## config.mk

```make
export PLATFORM = sky130hd
export DESIGN_NAME = ebusTop
export DESIGN_NICKNAME = d
export VERILOG_FILES = /design/src/design/ebusPkg.sv /design/src/design/aprDevice.sv /design/src/design/piDevice.sv /design/src/design/mtrDevice.sv /design/src/design/ebusHost.sv /design/src/design/ebusTop.sv
export SDC_FILE = /design/constraint.sdc
export NUM_CORES = 1
export LEC_CHECK = 0
export ABC_CLOCK_PERIOD_IN_PS = 7910
export BUFFER_PORTS_ARGS = -buffer_cell sky130_fd_sc_hd__buf_2
export CAP_MARGIN = 10
export CELL_PAD_IN_SITES_DETAIL_PLACEMENT = 0
export CELL_PAD_IN_SITES_GLOBAL_PLACEMENT = 1
export CORE_ASPECT_RATIO = 0.75
export CORE_MARGIN = 1.5
export CORE_UTILIZATION = 47
export DETAILED_ROUTE_END_ITERATION = 12
export PLACE_DENSITY_LB_ADDON = 0.1
export SLEW_MARGIN = 5
export SYNTH_ARGS = -nofsm -noshare
export SYNTH_HDL_FRONTEND = slang
export SYNTH_SLANG_ARGS = --single-unit
```

## constraint.sdc

```tcl
create_clock -name clk -period 7.91 [get_ports clk]
set_clock_uncertainty 0.1 [all_clocks]
set_input_delay 0.3955 -clock clk [delete_from_list [all_inputs] [get_ports clk]]
set_output_delay 0.3955 -clock clk [all_outputs]
set_load 0.005 [all_outputs]
```

## src/design/ebusPkg.sv

```systemverilog
package ebusPkg;

  // One EBUS word keeps the full machine width
  localparam int ebusDataWidth = 36;

  typedef logic [ebusDataWidth-1:0] ebusData_t;

  // Device select codes driven on the EBUS control lines
  typedef logic [1:0] ebusDev_t;

  localparam ebusDev_t devApr  = 2'd0;
  localparam ebusDev_t devPi   = 2'd1;
  localparam ebusDev_t devMtr  = 2'd2;
  // No device answers to this code, so a read of it returns zero
  localparam ebusDev_t devNone = 2'd3;

  // EBUS function codes
  typedef logic [1:0] ebusFunc_t;

  localparam ebusFunc_t funcCondIn  = 2'd0;
  localparam ebusFunc_t funcDataIn  = 2'd1;
  localparam ebusFunc_t funcCondOut = 2'd2;
  localparam ebusFunc_t funcUnused  = 2'd3;

  // Interrupt level, 1 is the highest priority and 0 means none
  typedef logic [2:0] piLevel_t;

  // One bit per interrupt level, bit k stands for level k+1
  typedef logic [6:0] piMask_t;

  // APR error sources, one bit per sticky flag
  typedef logic [3:0] aprErr_t;

  // Host bridge sequencing
  typedef enum logic [1:0] {
    hostIdle,
    hostDemand,
    hostXfer
  } hostState_t;

endpackage

```

## src/design/aprDevice.sv

```systemverilog
`timescale 1ns/1ps

module aprDevice import ebusPkg::*; (
  input  logic      clk,
  input  logic      arstN,
  input  logic      ebusDemand,
  input  ebusDev_t  ebusDev,
  input  ebusFunc_t ebusFunc,
  input  ebusData_t ebusWrData,
  input  aprErr_t   errIn,
  output logic      driving,
  output ebusData_t data,
  output logic      aprReq,
  output piLevel_t  aprLevel
);

  aprErr_t  flags;
  aprErr_t  enables;
  piLevel_t level;

  logic      writeHit;
  logic      readHit;
  ebusData_t condWord;

  assign writeHit = ebusDemand && (ebusDev == devApr) && (ebusFunc == funcCondOut);
  assign readHit  = ebusDemand && (ebusDev == devApr) &&
                    ((ebusFunc == funcCondIn) || (ebusFunc == funcDataIn));

  // Sticky flags, write-one-to-clear. A new error pulse on the same
  // edge as a clear keeps its flag set
  always_ff @(posedge clk or negedge arstN) begin
    if (!arstN) begin
      flags   <= '0;
      enables <= '0;
      level   <= '0;
    end else begin
      if (writeHit) begin
        flags   <= (flags & ~ebusWrData[3:0]) | errIn;
        enables <= ebusWrData[7:4];
        level   <= ebusWrData[10:8];
      end else begin
        flags <= flags | errIn;
      end
    end
  end

  // Condition word uses the same layout as a condOut write
  always_comb begin
    condWord       = '0;
    condWord[3:0]  = flags;
    condWord[7:4]  = enables;
    condWord[10:8] = level;
  end

  always_ff @(posedge clk or negedge arstN) begin
    if (!arstN) begin
      driving <= 1'b0;
    end else begin
      driving <= readHit;
    end
  end

  // APR has no data register, so dataIn reads as zero
  always_ff @(posedge clk) begin
    if (readHit) begin
      data <= (ebusFunc == funcCondIn) ? condWord : '0;
    end
  end

  assign aprReq   = |(flags & enables);
  assign aprLevel = level;

endmodule

```

## src/design/piDevice.sv

```systemverilog
`timescale 1ns/1ps

module piDevice import ebusPkg::*; (
  input  logic      clk,
  input  logic      arstN,
  input  logic      ebusDemand,
  input  ebusDev_t  ebusDev,
  input  ebusFunc_t ebusFunc,
  input  ebusData_t ebusWrData,
  input  logic      aprReq,
  input  piLevel_t  aprLevel,
  output logic      driving,
  output ebusData_t data,
  output logic      piReq,
  output piLevel_t  piActiveLevel
);

  piMask_t swReq;
  piMask_t enables;
  logic    sysOn;

  // APR request steered onto its programmed level
  piMask_t aprVec;
  piMask_t pending;

  logic      writeHit;
  logic      readHit;
  ebusData_t condWord;

  // Level 1 sits in bit 0 and wins over everything above it
  function automatic piLevel_t lowestLevel(input piMask_t vec);
    piLevel_t lvl;
    lvl = '0;
    for (int k = 6; k >= 0; k--) begin
      if (vec[k]) begin
        lvl = piLevel_t'(k + 1);
      end
    end
    return lvl;
  endfunction

  assign writeHit = ebusDemand && (ebusDev == devPi) && (ebusFunc == funcCondOut);
  assign readHit  = ebusDemand && (ebusDev == devPi) &&
                    ((ebusFunc == funcCondIn) || (ebusFunc == funcDataIn));

  // Set bits take precedence when a level is both set and cleared
  always_ff @(posedge clk or negedge arstN) begin
    if (!arstN) begin
      swReq   <= '0;
      enables <= '0;
      sysOn   <= 1'b0;
    end else if (writeHit) begin
      swReq   <= (swReq & ~ebusWrData[13:7]) | ebusWrData[6:0];
      enables <= ebusWrData[20:14];
      sysOn   <= ebusWrData[21];
    end
  end

  // A request at level 0 means the APR has no level programmed
  always_comb begin
    aprVec = '0;
    if (aprReq && (aprLevel != '0)) begin
      aprVec[aprLevel - 3'd1] = 1'b1;
    end
  end

  assign pending       = (swReq | aprVec) & enables;
  assign piActiveLevel = sysOn ? lowestLevel(pending) : '0;
  assign piReq         = (piActiveLevel != '0);

  // Pending replaces the set field, the clear field reads as zero
  always_comb begin
    condWord        = '0;
    condWord[6:0]   = pending;
    condWord[20:14] = enables;
    condWord[21]    = sysOn;
  end

  always_ff @(posedge clk or negedge arstN) begin
    if (!arstN) begin
      driving <= 1'b0;
    end else begin
      driving <= readHit;
    end
  end

  always_ff @(posedge clk) begin
    if (readHit) begin
      data <= (ebusFunc == funcCondIn) ? condWord : '0;
    end
  end

endmodule

```

## src/design/mtrDevice.sv

```systemverilog
`timescale 1ns/1ps

module mtrDevice import ebusPkg::*; #(
  parameter int timebaseWidth = 16
) (
  input  logic      clk,
  input  logic      arstN,
  input  logic      ebusDemand,
  input  ebusDev_t  ebusDev,
  input  ebusFunc_t ebusFunc,
  input  ebusData_t ebusWrData,
  output logic      driving,
  output ebusData_t data
);

  logic                     run;
  logic [timebaseWidth-1:0] count;

  logic      writeHit;
  logic      readHit;
  ebusData_t countWord;

  assign writeHit = ebusDemand && (ebusDev == devMtr) && (ebusFunc == funcCondOut);
  assign readHit  = ebusDemand && (ebusDev == devMtr) &&
                    ((ebusFunc == funcCondIn) || (ebusFunc == funcDataIn));

  // Clear beats counting on the edge of the write
  always_ff @(posedge clk or negedge arstN) begin
    if (!arstN) begin
      run   <= 1'b0;
      count <= '0;
    end else begin
      if (writeHit) begin
        run <= ebusWrData[0];
      end
      if (writeHit && ebusWrData[1]) begin
        count <= '0;
      end else if (run) begin
        count <= count + 1'b1;
      end
    end
  end

  // Timebase zero-extended to a full EBUS word
  always_comb begin
    countWord                    = '0;
    countWord[timebaseWidth-1:0] = count;
  end

  always_ff @(posedge clk or negedge arstN) begin
    if (!arstN) begin
      driving <= 1'b0;
    end else begin
      driving <= readHit;
    end
  end

  always_ff @(posedge clk) begin
    if (readHit) begin
      data <= (ebusFunc == funcDataIn) ? countWord : ebusData_t'(run);
    end
  end

endmodule

```

## src/design/ebusHost.sv

```systemverilog
`timescale 1ns/1ps

module ebusHost import ebusPkg::*; (
  input  logic       clk,
  input  logic       arstN,
  input  logic       cyc,
  input  logic       stb,
  input  logic       we,
  input  logic [3:0] adr,
  input  ebusData_t  datWr,
  input  ebusData_t  ebusRdData,
  output ebusData_t  datRd,
  output logic       ack,
  output logic       ebusDemand,
  output ebusDev_t   ebusDev,
  output ebusFunc_t  ebusFunc,
  output ebusData_t  ebusWrData
);

  hostState_t state;

  // A new Wishbone cycle is taken only while idle and not acknowledging
  logic      start;
  ebusFunc_t readFunc;

  assign start = (state == hostIdle) && cyc && stb && !ack;

  // A read that names condOut in its function bits must not turn into
  // a write on the EBUS, so it goes out as the unused code instead
  always_comb begin
    if (adr[1:0] == funcCondOut) begin
      readFunc = funcUnused;
    end else begin
      readFunc = adr[1:0];
    end
  end

  always_ff @(posedge clk or negedge arstN) begin
    if (!arstN) begin
      state      <= hostIdle;
      ack        <= 1'b0;
      ebusDemand <= 1'b0;
      ebusDev    <= devNone;
      ebusFunc   <= funcUnused;
    end else begin
      ebusDemand <= 1'b0;
      ack        <= 1'b0;
      case (state)
        hostIdle: begin
          if (start) begin
            state      <= hostDemand;
            ebusDemand <= 1'b1;
            ebusDev    <= adr[3:2];
            // Every write is a condition-out transfer
            ebusFunc   <= we ? funcCondOut : readFunc;
          end
        end
        hostDemand: begin
          // The addressed device registers its answer on this edge
          state <= hostXfer;
        end
        hostXfer: begin
          state <= hostIdle;
          ack   <= 1'b1;
        end
        default: begin
          state <= hostIdle;
        end
      endcase
    end
  end

  // Write data is held for the whole transfer
  always_ff @(posedge clk) begin
    if (start) begin
      ebusWrData <= datWr;
    end
  end

  // The muxed EBUS word is valid in the cycle before ack rises
  always_ff @(posedge clk) begin
    if (state == hostXfer) begin
      datRd <= ebusRdData;
    end
  end

endmodule

```

## src/design/ebusTop.sv

```systemverilog
`timescale 1ns/1ps

module ebusTop import ebusPkg::*; #(
  parameter int timebaseWidth = 16
) (
  input  logic       clk,
  input  logic       arstN,
  input  logic       cyc,
  input  logic       stb,
  input  logic       we,
  input  logic [3:0] adr,
  input  ebusData_t  datWr,
  output ebusData_t  datRd,
  output logic       ack,
  input  aprErr_t    errIn,
  output logic       piReq,
  output piLevel_t   piActiveLevel
);

  // EBUS control lines from the host bridge to every device
  logic      ebusDemand;
  ebusDev_t  ebusDev;
  ebusFunc_t ebusFunc;
  ebusData_t ebusWrData;

  // The multiplexed EBUS word going back to the host
  ebusData_t ebusRdData;

  logic      aprDriving;
  ebusData_t aprData;
  logic      piDriving;
  ebusData_t piData;
  logic      mtrDriving;
  ebusData_t mtrData;

  // Hardware interrupt request from the APR into the PI
  logic     aprReq;
  piLevel_t aprLevel;

  ebusHost host0 (
    .clk        (clk),
    .arstN      (arstN),
    .cyc        (cyc),
    .stb        (stb),
    .we         (we),
    .adr        (adr),
    .datWr      (datWr),
    .ebusRdData (ebusRdData),
    .datRd      (datRd),
    .ack        (ack),
    .ebusDemand (ebusDemand),
    .ebusDev    (ebusDev),
    .ebusFunc   (ebusFunc),
    .ebusWrData (ebusWrData)
  );

  aprDevice apr0 (
    .clk        (clk),
    .arstN      (arstN),
    .ebusDemand (ebusDemand),
    .ebusDev    (ebusDev),
    .ebusFunc   (ebusFunc),
    .ebusWrData (ebusWrData),
    .errIn      (errIn),
    .driving    (aprDriving),
    .data       (aprData),
    .aprReq     (aprReq),
    .aprLevel   (aprLevel)
  );

  piDevice pi0 (
    .clk           (clk),
    .arstN         (arstN),
    .ebusDemand    (ebusDemand),
    .ebusDev       (ebusDev),
    .ebusFunc      (ebusFunc),
    .ebusWrData    (ebusWrData),
    .aprReq        (aprReq),
    .aprLevel      (aprLevel),
    .driving       (piDriving),
    .data          (piData),
    .piReq         (piReq),
    .piActiveLevel (piActiveLevel)
  );

  mtrDevice #(
    .timebaseWidth (timebaseWidth)
  ) mtr0 (
    .clk        (clk),
    .arstN      (arstN),
    .ebusDemand (ebusDemand),
    .ebusDev    (ebusDev),
    .ebusFunc   (ebusFunc),
    .ebusWrData (ebusWrData),
    .driving    (mtrDriving),
    .data       (mtrData)
  );

  // Only one device drives at a time in practice, but the order still
  // decides who wins if two ever answer the same demand
  always_comb begin
    if (aprDriving)      ebusRdData = aprData;
    else if (piDriving)  ebusRdData = piData;
    else if (mtrDriving) ebusRdData = mtrData;
    else                 ebusRdData = '0;
  end

endmodule

```

# --- After elaboration in Yosys (flattened, before gate mapping) ---
# Cells that the tools add are included.
word_totals:
  register_bits: 220
  out_inout_bits: 41
classes:
  add_sub_neg: 2
  n_lt_le_gt_ge: 2
  n_eq_ne: 8
  mux: 25
  bitwise_logic: 10
  n_reduce_logical: 25
op_table:
  columns: ["op", "n"]
  rows:
  - ["36-bit two-way mux", 3]
  - ["16-bit two-way mux", 2]
  - ["3-bit two-way mux", 8]
  - ["16-bit by 1-bit adder with 16-bit output (second input constant)", 1]
  - ["1-bit logical AND", 15]
  - ["7-bit bitwise AND", 2]
  - ["7-bit OR", 2]
  - ["4-bit bitwise AND", 2]
  - ["2-bit == test (second input constant)", 4]
  - ["4-bit OR", 2]
  - ["7-bit two-way mux", 1]
  - ["7-bit inverter", 1]
  - ["2-bit by 1-bit == test with 1-bit output (second input constant)", 3]
  - ["2-bit logical NOT", 3]
  - ["2-bit two-way mux", 3]
  - ["3-bit nonzero test", 2]
  - ["1-bit two-way mux", 5]
  - ["3-bit by 4-bit less-than comparator with 1-bit output (second input constant)", 1]
  - ["4-bit two-way mux", 1]
  - ["4-bit inverter", 1]
  - ["2-bit case mux with 2 select lines", 1]
  - ["4-bit OR reduction", 1]
  - ["1-bit demux with 3-bit select", 1]
  - ["3-bit by 1-bit greater-or-equal comparator with 1-bit output (second input constant)", 1]
  - ["6 further kinds", 6]

# --- Depth between registers and ports, before layout ---
# Gate-level depths: netlist (run 1).
depth:
  depth_word: 17
  depth_mapped: 8

# --- Hierarchy ---
# From an unflattened synthesis (run 1), not the netlist that was laid out.
unflattened:
  hier_cells: 631
  area_unflattened_um2: 7858.8
by_module_without_submodules:
  columns: ["mod", "n_inst", "cells_per_inst", "area_each_um2"]
  rows:
  - ["ebusHost", 1, 94, 2477.4]
  - ["mtrDevice", 1, 143, 1644.1]
  - ["piDevice", 1, 142, 1616.6]
  - ["aprDevice", 1, 88, 1109.8]
  - ["ebusTop", 1, 164, 1011.0]

# --- Worst setup path after synthesis (run 1) ---
# Ideal clock, no wire load.
synth_timing:
  kind: "register to register"
  startpoint: "reg host0.ebusFunc[1]"
  endpoint: "reg mtr0.data[0], enable pin"
  setup_time_ns: 0.433
  arrival_ns: 2.293
  required_time_ns: 7.377
  path_slack_ns: 5.084
  stages_incl_launch_ff: 3
  n_path_buf: 1
  period_less_slack_ns: 2.826
  cell_sequence: "dfstp_2 clkbuf_1 nor4bb_1"
synth_between:
  elab_chain_len: 3
  elab_cells_between_ends: 4
  cone_classes: "eq/ne: 1; reduce/logical: 3"
synth_lines:
  columns: ["item", "line", "text"]
  rows:
  - ["start: declaration", "ebusHost.sv:16", "output ebusFunc_t ebusFunc,"]
  - ["start signal: assignment", "ebusHost.sv:44", "ebusFunc <= funcUnused;"]
  - ["start signal: assignment", "ebusHost.sv:55", "ebusFunc <= we ? funcCondOut : readFunc;"]
  - ["2-bit by 1-bit == test with 1-bit output or 2-bit logical NOT (tied branches)", "mtrDevice.sv:25", "((ebusFunc == funcCondIn) || (ebusFunc == funcDataIn));"]
  - ["1-bit logical OR (*)", "mtrDevice.sv:25", null]
  - ["1-bit logical AND (*)", "mtrDevice.sv:24", "assign readHit = ebusDemand && (ebusDev == devMtr) &&"]
  - ["named net mtr0.readHit", "mtrDevice.sv:20", "logic readHit;"]
  - ["end signal: assignment", "mtrDevice.sv:60", "data <= (ebusFunc == funcDataIn) ? countWord : ebusData_t'(run);"]
  - ["end: declaration", "mtrDevice.sv:13", "output ebusData_t data"]
# The timed path passes the listed nets; every way through them passes the cells marked *.
# A chain may end at the register's enable or synchronous reset.

# --- Worst setup path in the final report (run 1) ---
layout_timing:
  startpoint: "reg apr0.level[0], in the netlist apr0.aprLevel[0]"
  endpoint: "out piReq"
layout_between:
  elab_chain_len: 17
  elab_cells_between_ends: 20
  cone_classes: "add/sub: 1; order compare: 2; mux: 11; bitwise: 2; reduce/logical: 4"
layout_lines:
  columns: ["item", "line", "text"]
  rows:
  - ["start: declaration", "aprDevice.sv:19", "piLevel_t level;"]
  - ["start signal: assignment", "aprDevice.sv:40", "level <= ebusWrData[10:8];"]
  - ["3-bit by 1-bit subtractor with 3-bit output", "piDevice.sv:63", "aprVec[aprLevel - 3'd1] = 1'b1;"]
  - ["3-bit by 4-bit less-than comparator with 1-bit output (implied by the code) or 3-bit by 1-bit greater-or-equal comparator with 1-bit output (tied branches)", "piDevice.sv:63", null]
  - ["1-bit logical AND (implied by the code)", "piDevice.sv:63", null]
  - ["1-bit two-way mux (implied by the code)", "piDevice.sv:63", null]
  - ["1-bit demux with 3-bit select", null, null]
  - ["7-bit two-way mux (*)", "piDevice.sv:62", "if (aprReq && (aprLevel != '0)) begin"]
  - ["7-bit OR (*)", "piDevice.sv:67", "assign pending = (swReq | aprVec) & enables;"]
  - ["7-bit bitwise AND (*)", "piDevice.sv:67", null]
  - ["3-bit two-way mux (6 in a row)", "piDevice.sv:35", "if (vec[k]) begin"]
  - ["3-bit two-way mux (*)", "piDevice.sv:35", null]
  - ["3-bit two-way mux (*)", "piDevice.sv:68", "assign piActiveLevel = sysOn ? lowestLevel(pending) : '0;"]
  - ["3-bit nonzero test (*)", "piDevice.sv:69", "assign piReq = (piActiveLevel != '0);"]
  - ["end: declaration", "ebusTop.sv:16", "output logic piReq,"]
# Mark *: on every way between the ends. The rest lies on a longest branch, timed or not.

==> tab_implementation.tex, run 1 <==
\begin{tabular}{lr}
\hline
Metric & Value \\
\hline
\multicolumn{2}{l}{\textbf{Status}} \\
Outcome & finished clean \\
\multicolumn{2}{l}{\textbf{STA}} \\
Max frequency & between 300 and 400 MHz \\
Post-route setup TNS & 0 ns \\
Post-layout min period & a little over 3 ns \\
Unrepaired setup endpoints after global routing & no \\
Final-report setup violation count & 0 \\
Final Hold Slack & 0.01294 ns \\
Worst Tran Pin Value & 1.141 ns \\
Count of pins over their slew limit & 0 \\
Final hold violations & 0 \\
Slew HR & 0.2379 \\
Final setup margin & between 4 and 5 ns \\
Final clock period utilization by the worst path & 0.3822 \\
\multicolumn{2}{l}{\textbf{Yosys}} \\
Fraction of post-synthesis cell area in the top cell type by area & 0.4468 \\
Top area cells in the synthesized netlist & edfxtp\_1 (45\%), dfrtp\_1 (22\%), and2\_1 (4.0\%) \\
Cells after synthesis & around 430 \\
Area of the mapped netlist & 5781 um\^{}2 \\
Synth async-reset ratio & 0.3857 \\
Post-synthesis sequential area ratio & 0.6814 \\
Most used DFF post-synth & edfxtp\_1 \\
Post-Syn Area per Cell & $\sim$14 um\^{}2 \\
Cell variety after synth & 58 \\
Post-synthesis register bit count & 140 \\
Number of enable-type register cells in the synthesized netlist & 86 \\
Cell type contributing the most total cell area after synthesis & edfxtp\_1 \\
Warnings from Yosys & 0 \\
Top post-synthesis cells by count & edfxtp\_1 (86), dfrtp\_1 (50), nand2\_1 (41) \\
Most instantiated library cell after synthesis & edfxtp\_1 \\
\multicolumn{2}{l}{\textbf{Layout}} \\
Final Instance Count excl. Fillers & between 600 and 700 \\
Fill cell total of the finished layout & $\sim$960 \\
Count of inserted antenna diode cells & 0 \\
Finished layout cell area & 6779 um\^{}2 \\
Share of final-layout standard cells stronger than drive strength 1 & 0.2704 \\
Final Net Count & approximately 540 \\
Multi-input logic area & around 1700 um\^{}2 \\
Final core utilization & 0.5753 \\
Reg area & a little under 4000 um\^{}2 \\
Area added between synthesis and finish & 17.27\% \\
\multicolumn{2}{l}{\textbf{Place}} \\
Placement Cell Area & between 6000 and 7000 um\^{}2 \\
Buffers on Ports & 61 \\
Weighted congestion at the end of routability-driven global placement & approximately 0.85 \\
Placed cells & between 600 and 700 \\
Worst slack at placement & roughly 5.4 ns \\
Final HPWL DP & about 7400 um \\
\multicolumn{2}{l}{\textbf{Route}} \\
ANT nets after route & 0 \\
Vias per cell & around 5 \\
Drt drc & 0 \\
DR pass1 iterations & 4 \\
WL final & approximately 11000 um \\
Via total after detailed routing & 3313 \\
WL per Instance & approximately 16 um \\
Count of routing violations after the opening detailed-route iteration & 193 \\
\multicolumn{2}{l}{\textbf{Global routing}} \\
First-pass GRT wire length & roughly 17000 um \\
Number of antenna violations at the first check in global routing & 0 \\
Pin count of the biggest net entering global routing & 55 \\
Grt ovf & 0 \\
Aggregate global-route resource usage & 0.1836 \\
Number of global-route vias before repair & around 3300 \\
\multicolumn{2}{l}{\textbf{Pwr}} \\
Pwr Total & approximately 2 mW \\
Maximum ir drop on the vdd rail & about 0.00017 V \\
Leakage component of the power & 2.678 nW \\
Pwr Density & between 300 and 400 nW/um\^{}2 \\
\multicolumn{2}{l}{\textbf{Die}} \\
Initial core utilization & 0.4905 \\
Number of primary I/O pins & 90 \\
Site Rows & 34 \\
Width of the chip & around 130 um \\
Die Height & approximately 99 um \\
Core footprint & approximately 12000 um\^{}2 \\
Die Area & roughly 13000 um\^{}2 \\
\multicolumn{2}{l}{\textbf{Clocking}} \\
Number of CTS-inserted buffers & 17 \\
CTS root buffer & clkbuf\_16 \\
Buffers inserted during post-CTS setup optimization & 0 \\
Clock Tree Buf Depth & 2 \\
CTS clock-pin slew for the worst setup and hold paths & about 0.060 ns \\
Clk sink count & 140 \\
Cts-stage hold buffer count & 0 \\
Later-pin clock latency in the skew report & between 0.4 and 0.5 ns \\
Cells resized by post-CTS repair & 0 \\
Number of levels in the clock H-tree & 4 \\
Clock tree from TritonCTS & yes \\
\multicolumn{2}{l}{\textbf{Job}} \\
Max Cap Violations & 0 \\
\multicolumn{2}{l}{\textbf{Worst setup path}} \\
Critical-path cell list & inv\_1, ha\_1, nor2b\_1, nor2\_2, a41oi\_1, nand2b\_1, nand4\_1, o31a\_1, buf\_2 \\
Slowest CP cell & dfrtp\_1 \\
Type of origin of the critical path & flip-flop \\
Highest fanout seen on the critical path & 5 \\
Category of the worst setup path capture point & primary output \\
Path type of the worst setup path & reg2out \\
Destination of the worst register-to-register timing path & pi0.enables[6] \\
Data required, critical path & $\sim$7.4 ns \\
Setup slack of the most critical reg-to-reg path & $\sim$5.5 ns \\
Highest cell delay on the worst timing path & roughly 0.40 ns \\
Cells on worst reg2reg path & 3 \\
Data arrival time at the worst-slack endpoint & 2.53 ns \\
Reg-to-reg critical path startpoint & host0.ebusFunc[1] \\
\multicolumn{2}{l}{\textbf{Hold path}} \\
Worst min-delay path class & in2async \\
\hline
\end{tabular}
logic make-up (layout without fill, tap and decap cells):
| family | Yosys count | after routing | share of synthesized area |
|---|---|---|---|
| DFF | 140 | 140 | 0.6814 |
| buffers and inverters | 37 | 102 | 0.03528 |
| muxes | 16 | 16 | 0.03095 |
| adders and majority gates | 3 | 3 | 0.006494 |
| other | 1 | 14 | 0.0006487 |
| and+or+nand+nor | 156 | 156 | 0.1511 |
| AOI/OAI and AO/OA | 56 | 56 | 0.06861 |
| xor gates and xnor gates | 16 | 16 | 0.02554 |
worst max-delay path: cells and delay by family, from the launching register on:
kind	cells	cell delay, ns
simple gates	4	0.63
compound gates	2	0.65
buf+inv	2	0.27
flops	1	0.40
fa+ha+maj	1	0.16
layout make-up:
type	instances	share of cell area
repair buffers	65	0.04946
clock inverters	13	0.01717
flip-flops and latches	140	0.5810
multi-input cells	261	0.2558
well taps	162	0.02990
clock buffers	19	0.06386
inverters	5	0.002769
cells in the final DEF (no fill, tap or decap), drive strengths merged, types with 4 or more instances in the layout:
cell    netlist  layout
a21o          5       5
a21oi         5       5
a22o          7       7
a22oi        11      11
and2         38      38
buf          18      65
clkbuf       14      19
clkinv        0       5
conb          1      14
dfrtp        50      50
dfstp         4       4
edfxtp       86      86
inv           5       9
mux2         15      15
nand2        41      41
nand3         5       5
nand4         4       4
nor2         26      26
nor2b        11      11
nor3          9       9
o21ai        18      18
xor2         14      14
state kept, by name, summed over array words and instances (netlist names), 7 cells and up:
name / cells
mtr0.count: 16
pi0.enables: 7
host0.ebusWrData: 22
pi0.swReq: 7
host0.datRd: 22
pi0.data: 15
apr0.data: 11
mtr0.data: 16
metal layers:
layer / vias to the layer above / track usage / part of all wire
met2: 73 / 0.2557 / 0.43
met4: 0 / 0.08284 / 0.021
met1: 1590 / 0.2740 / 0.52
met3: 18 / 0.04180 / 0.034
met5: - / 0 / 0
li1: 1632 / - / -
power by group:
| group | total, mW | switching, mW | internal (mW) |
|---|---|---|---|
| combinational | 0.338 | 0.184 | 0.154 |
| sequential | 0.973 | 0.0952 | 0.878 |
| clock | 0.738 | 0.305 | 0.434 |
| total | 2.05 | 0.584 | 1.47 |
worst max path at each step:
stage                 startpoint          endpoint  cells past startpoint
5_1_grt         apr0.aprLevel[0]  piActiveLevel[2]                      8
2_1_floorplan  host0.ebusFunc[1]      mtr0.data[0]                      2
3_3_place_gp    apr0.aprLevel[0]  piActiveLevel[2]                      8
6_report        apr0.aprLevel[0]             piReq                      9
4_1_cts         apr0.aprLevel[0]  piActiveLevel[2]                      8
3_5_place_dp    apr0.aprLevel[0]             piReq                      9
Power figures use the tool's default switching activity.
==> run 2: changes to the inputs <==
--- a/config.mk
+++ b/config.mk
@@ -5,14 +5,15 @@
 export SDC_FILE = /design/constraint.sdc
 export NUM_CORES = 1
 export LEC_CHECK = 0
-export ABC_CLOCK_PERIOD_IN_PS = 7910
+export ABC_AREA = 1
+export ABC_CLOCK_PERIOD_IN_PS = 2520
 export BUFFER_PORTS_ARGS = -buffer_cell sky130_fd_sc_hd__buf_2
 export CAP_MARGIN = 10
 export CELL_PAD_IN_SITES_DETAIL_PLACEMENT = 0
 export CELL_PAD_IN_SITES_GLOBAL_PLACEMENT = 1
 export CORE_ASPECT_RATIO = 0.75
 export CORE_MARGIN = 1.5
-export CORE_UTILIZATION = 47
+export CORE_UTILIZATION = 40
 export DETAILED_ROUTE_END_ITERATION = 12
 export PLACE_DENSITY_LB_ADDON = 0.1
 export SLEW_MARGIN = 5
==> constraint.sdc (replaced) <==
create_clock -name clk -period 2.52 [get_ports clk]
set_clock_uncertainty 0.1 [all_clocks]
set_input_delay 0.126 -clock clk [delete_from_list [all_inputs] [get_ports clk]]
set_output_delay 0.126 -clock clk [all_outputs]
set_load 0.005 [all_outputs]
==> tab_implementation.tex, run 2 <==
\begin{tabular}{lr}
\hline
Metric & Value \\
\hline
\multicolumn{2}{l}{\textbf{Pwr}} \\
Maximum ir drop on the vdd rail & about 0.00053 V \\
Pint & around 4.9 mW \\
Share of total power consumed by net switching & 0.2983 \\
Switching component of the power & $\sim$2.1 mW \\
Clock share of power & 0.354 \\
Share of power burned in registers & 0.433 \\
Leakage component of the power & between 3 and 4 nW \\
Pwr Density & 926.3 nW/um\^{}2 \\
Share of total power in combinational logic & 0.213 \\
\multicolumn{2}{l}{\textbf{Die}} \\
Die Area & 15700 um\^{}2 \\
Core footprint & between 10000 and 15000 um\^{}2 \\
Die Height & approximately 110 um \\
Initial core utilization & 0.4109 \\
Width of the chip & $\sim$140 um \\
Site Rows & 38 \\
Number of primary I/O pins & 90 \\
\multicolumn{2}{l}{\textbf{STA}} \\
Count of pins over their slew limit & 0 \\
Slew HR & 0.4964 \\
Final hold violations & 0 \\
Max frequency & 412.0 MHz \\
Unrepaired setup endpoints after global routing & yes \\
Worst Tran Pin Value & about 0.76 ns \\
Final setup margin & approximately 0.093 ns \\
Final clock period utilization by the worst path & 0.9633 \\
Post-route setup TNS & 0 ns \\
Post-layout min period & roughly 2.4 ns \\
Final-report setup violation count & 0 \\
\multicolumn{2}{l}{\textbf{Hold path}} \\
Worst min-delay path class & in2async \\
\multicolumn{2}{l}{\textbf{Route}} \\
WL final & between 10000 and 15000 um \\
DR pass1 iterations & 4 \\
Drt drc & 0 \\
ANT nets after route & 0 \\
Vias per cell & approximately 4.6 \\
Via total after detailed routing & roughly 4100 \\
Count of routing violations after the opening detailed-route iteration & 261 \\
WL per Instance & 13.84 um \\
\multicolumn{2}{l}{\textbf{Global routing}} \\
Number of antenna violations at the first check in global routing & 0 \\
Peak-usage layer in the global routing report & met2 \\
Pin count of the biggest net entering global routing & 55 \\
Met1 capacity usage during global routing & 0.2480 \\
First-pass GRT wire length & 20020 um \\
Grt ovf & 0 \\
Number of global-route vias before repair & around 4000 \\
Aggregate global-route resource usage & 0.1736 \\
Met2 layer usage reported by global route & 0.2529 \\
Global-route met3 utilization & 0.04480 \\
\multicolumn{2}{l}{\textbf{Clocking}} \\
Number of CTS-inserted buffers & 17 \\
Later-pin clock latency in the skew report & 0.42 ns \\
CTS root buffer & clkbuf\_16 \\
Clock Tree Buf Depth & 2 \\
Clk sink count & between 100 and 150 \\
CTS clock-pin slew for the worst setup and hold paths & about 0.060 ns \\
Clock tree from TritonCTS & yes \\
Number of levels in the clock H-tree & 4 \\
\multicolumn{2}{l}{\textbf{Worst setup path}} \\
Critical-path cell list & inv\_2, ha\_4, nand2\_1, nand2\_2, inv\_2, nor2\_2, nand3\_1, nand2\_2, nand2\_1, nand2\_1, inv\_2, o21ai\_1, nor2\_1, nor2\_1, nand2\_1, buf\_2 \\
Buffers plus inverters on the worst setup path & 4 \\
Worst setup path startpoint & apr0.aprLevel[1] \\
Path type of the worst setup path & reg2out \\
Highest fanout seen on the critical path & 3 \\
Type of origin of the critical path & flip-flop \\
Setup slack of the most critical reg-to-reg path & 0.38 ns \\
Cell repeated most along the worst path & nand2\_1 \\
Data arrival time at the worst-slack endpoint & about 2.2 ns \\
Slowest CP cell & dfrtp\_1 \\
Kind of cell with the highest combined delay on the critical path & simple AND/OR/NAND/NOR gates \\
Timing endpoint of the critical path & piReq \\
Reg-to-reg critical path startpoint & host0.state[1] \\
Highest cell delay on the worst timing path & $\sim$0.4 ns \\
Cells on worst reg2reg path & 6 \\
Data required, critical path & around 2.3 ns \\
Category of the worst setup path capture point & primary output \\
Cell count along the critical path & 16 \\
Destination of the worst register-to-register timing path & host0.ebusFunc[0] \\
\multicolumn{2}{l}{\textbf{Layout}} \\
Most frequent cells in the layout & nand2\_1 (90), edfxtp\_1 (86), inv\_1 (74) \\
Finished layout cell area & roughly 7500 um\^{}2 \\
Area added between synthesis and finish & 25.81\% \\
Largest registers ranked by flip-flop count & host0.datRd x22, host0.ebusWrData x22 \\
Final Instance Count excl. Fillers & 895 \\
Final core utilization & 0.5169 \\
Fill cell total of the finished layout & 1358 \\
Most common cell after layout, fill and taps aside & nand2\_1 \\
Final Net Count & 734 \\
Count of inserted antenna diode cells & 0 \\
Share of final-layout standard cells stronger than drive strength 1 & 0.2331 \\
\multicolumn{2}{l}{\textbf{Yosys}} \\
Top area cells in the synthesized netlist & edfxtp\_1 (43\%), dfrtp\_1 (21\%), nand2\_1 (6.0\%) \\
Cells after synthesis & about 570 \\
Post-synthesis register bit count & 140 \\
Synth async-reset ratio & 0.3857 \\
Post-synthesis sequential area ratio & 0.6589 \\
Number of enable-type register cells in the synthesized netlist & 86 \\
Area of the mapped netlist & around 6000 um\^{}2 \\
Post-Syn Area per Cell & 10.53 um\^{}2 \\
Cell variety after synth & 40 \\
Most instantiated library cell after synthesis & nand2\_1 \\
Fraction of post-synthesis cell area in the top cell type by area & 0.4320 \\
Cell type contributing the most total cell area after synthesis & edfxtp\_1 \\
Top post-synthesis cells by count & nand2\_1 (96), edfxtp\_1 (86), inv\_1 (78) \\
Most used DFF post-synth & edfxtp\_1 \\
Warnings from Yosys & 0 \\
\multicolumn{2}{l}{\textbf{Place}} \\
Placed cells & around 820 \\
Worst slack at placement & roughly 0.32 ns \\
Final HPWL DP & 8676 um \\
Buffers on Ports & 61 \\
Weighted congestion at the end of routability-driven global placement & roughly 0.85 \\
Placement Cell Area & 6487 um\^{}2 \\
\multicolumn{2}{l}{\textbf{Job}} \\
Max Cap Violations & 0 \\
\multicolumn{2}{l}{\textbf{Status}} \\
Outcome & finished clean \\
\hline
\end{tabular}
==> run 2: cell count changes after synthesis, sizes merged, moves of 8 or more <==
cell and delta:
xor2 -14, nand3 +23, and2 -37, a21oi +8, mux2 -15, o21ai +26
nand2 +62, nor2b -11, nor2 +52, inv +79, a22oi -11
==> run 2: how the worst min path moves through the flow <==
stage | endpoint | cells after the start | start
6_report | mtr0.count[15] | 3 | arstN
5_1_grt | host0.ebusWrData[18] | 2 | datWr[18]
4_1_cts | host0.ebusWrData[18] | 2 | datWr[18]
3_5_place_dp | host0.ebusFunc[0] | 2 | we
3_3_place_gp | host0.ebusFunc[0] | 2 | we
2_1_floorplan | apr0.aprLevel[0] | 0 | arstN
==> run 2: repair_timing <==
item                                    CTS  global route
setup buffers                             1             4
resized for setup                         2            17
endpoints found under the setup margin    4             4
hold endpoints to repair                 82             0
pin swaps                                 0             5
hold buffers                             35             0
==> run 2: cell type report <==
class	instances	area, um^2	share of cell area
clock buffers	19	432.9	0.05756
clock inverters	13	151.4	0.02013
inverters	85	321.6	0.04275
multi-input cells	326	1650	0.2194
flip-flops and latches	140	3939	0.5237
well taps	200	250.2	0.03327
repair buffers	112	775.7	0.1031
==> run 2: cells by family (layout without fill, tap and decap cells) <==
kind of cell,after synthesis,in the layout,share of synthesized area
compound gates,69,69,0.06718
simple gates,240,240,0.1815
other cells,1,14,0.0006273
fa+ha+maj,3,3,0.006279
flops,140,140,0.6589
buf+inv,115,229,0.08560
==> run 2: routing by layer <==
layer  wire, um  vias up
met5          0        -
met2       5285      102
met4        133        0
li1           -     2068
met1       6365     1942
met3        606       12
==> run 2: worst reg2reg max path: cells and delay by family (launching register included) <==
kind / cells / cell delay (ns)
flops: 1 / 0.39
simple gates: 2 / 0.33
compound gates: 1 / 0.23
buf+inv: 3 / 1.03
==> run 2: power by group through the flow <==
stage | Sequential (mW) | Clock, mW | Combinational [mW]
6_report | 3.02 | 2.47 | 1.48
3_3_place_gp | 3.05 | 0 | 1.24
2_1_floorplan | 2.97 | 0 | 0.945
3_5_place_dp | 3.06 | 0 | 1.27
5_1_grt | 3.06 | 2.62 | 1.69
4_1_cts | 3.01 | 2.53 | 1.34
==> run 2: stage by stage <==
stage / power, mW / hold WS, ns
after global routing: 7.374 / 0.2947
final: 6.967 / 0.2730
after global placement: 4.290 / 0.1900
after floorplan: 3.920 / -0.2696
after detailed placement: 4.327 / 0.1985
after CTS: 6.881 / 0.2897
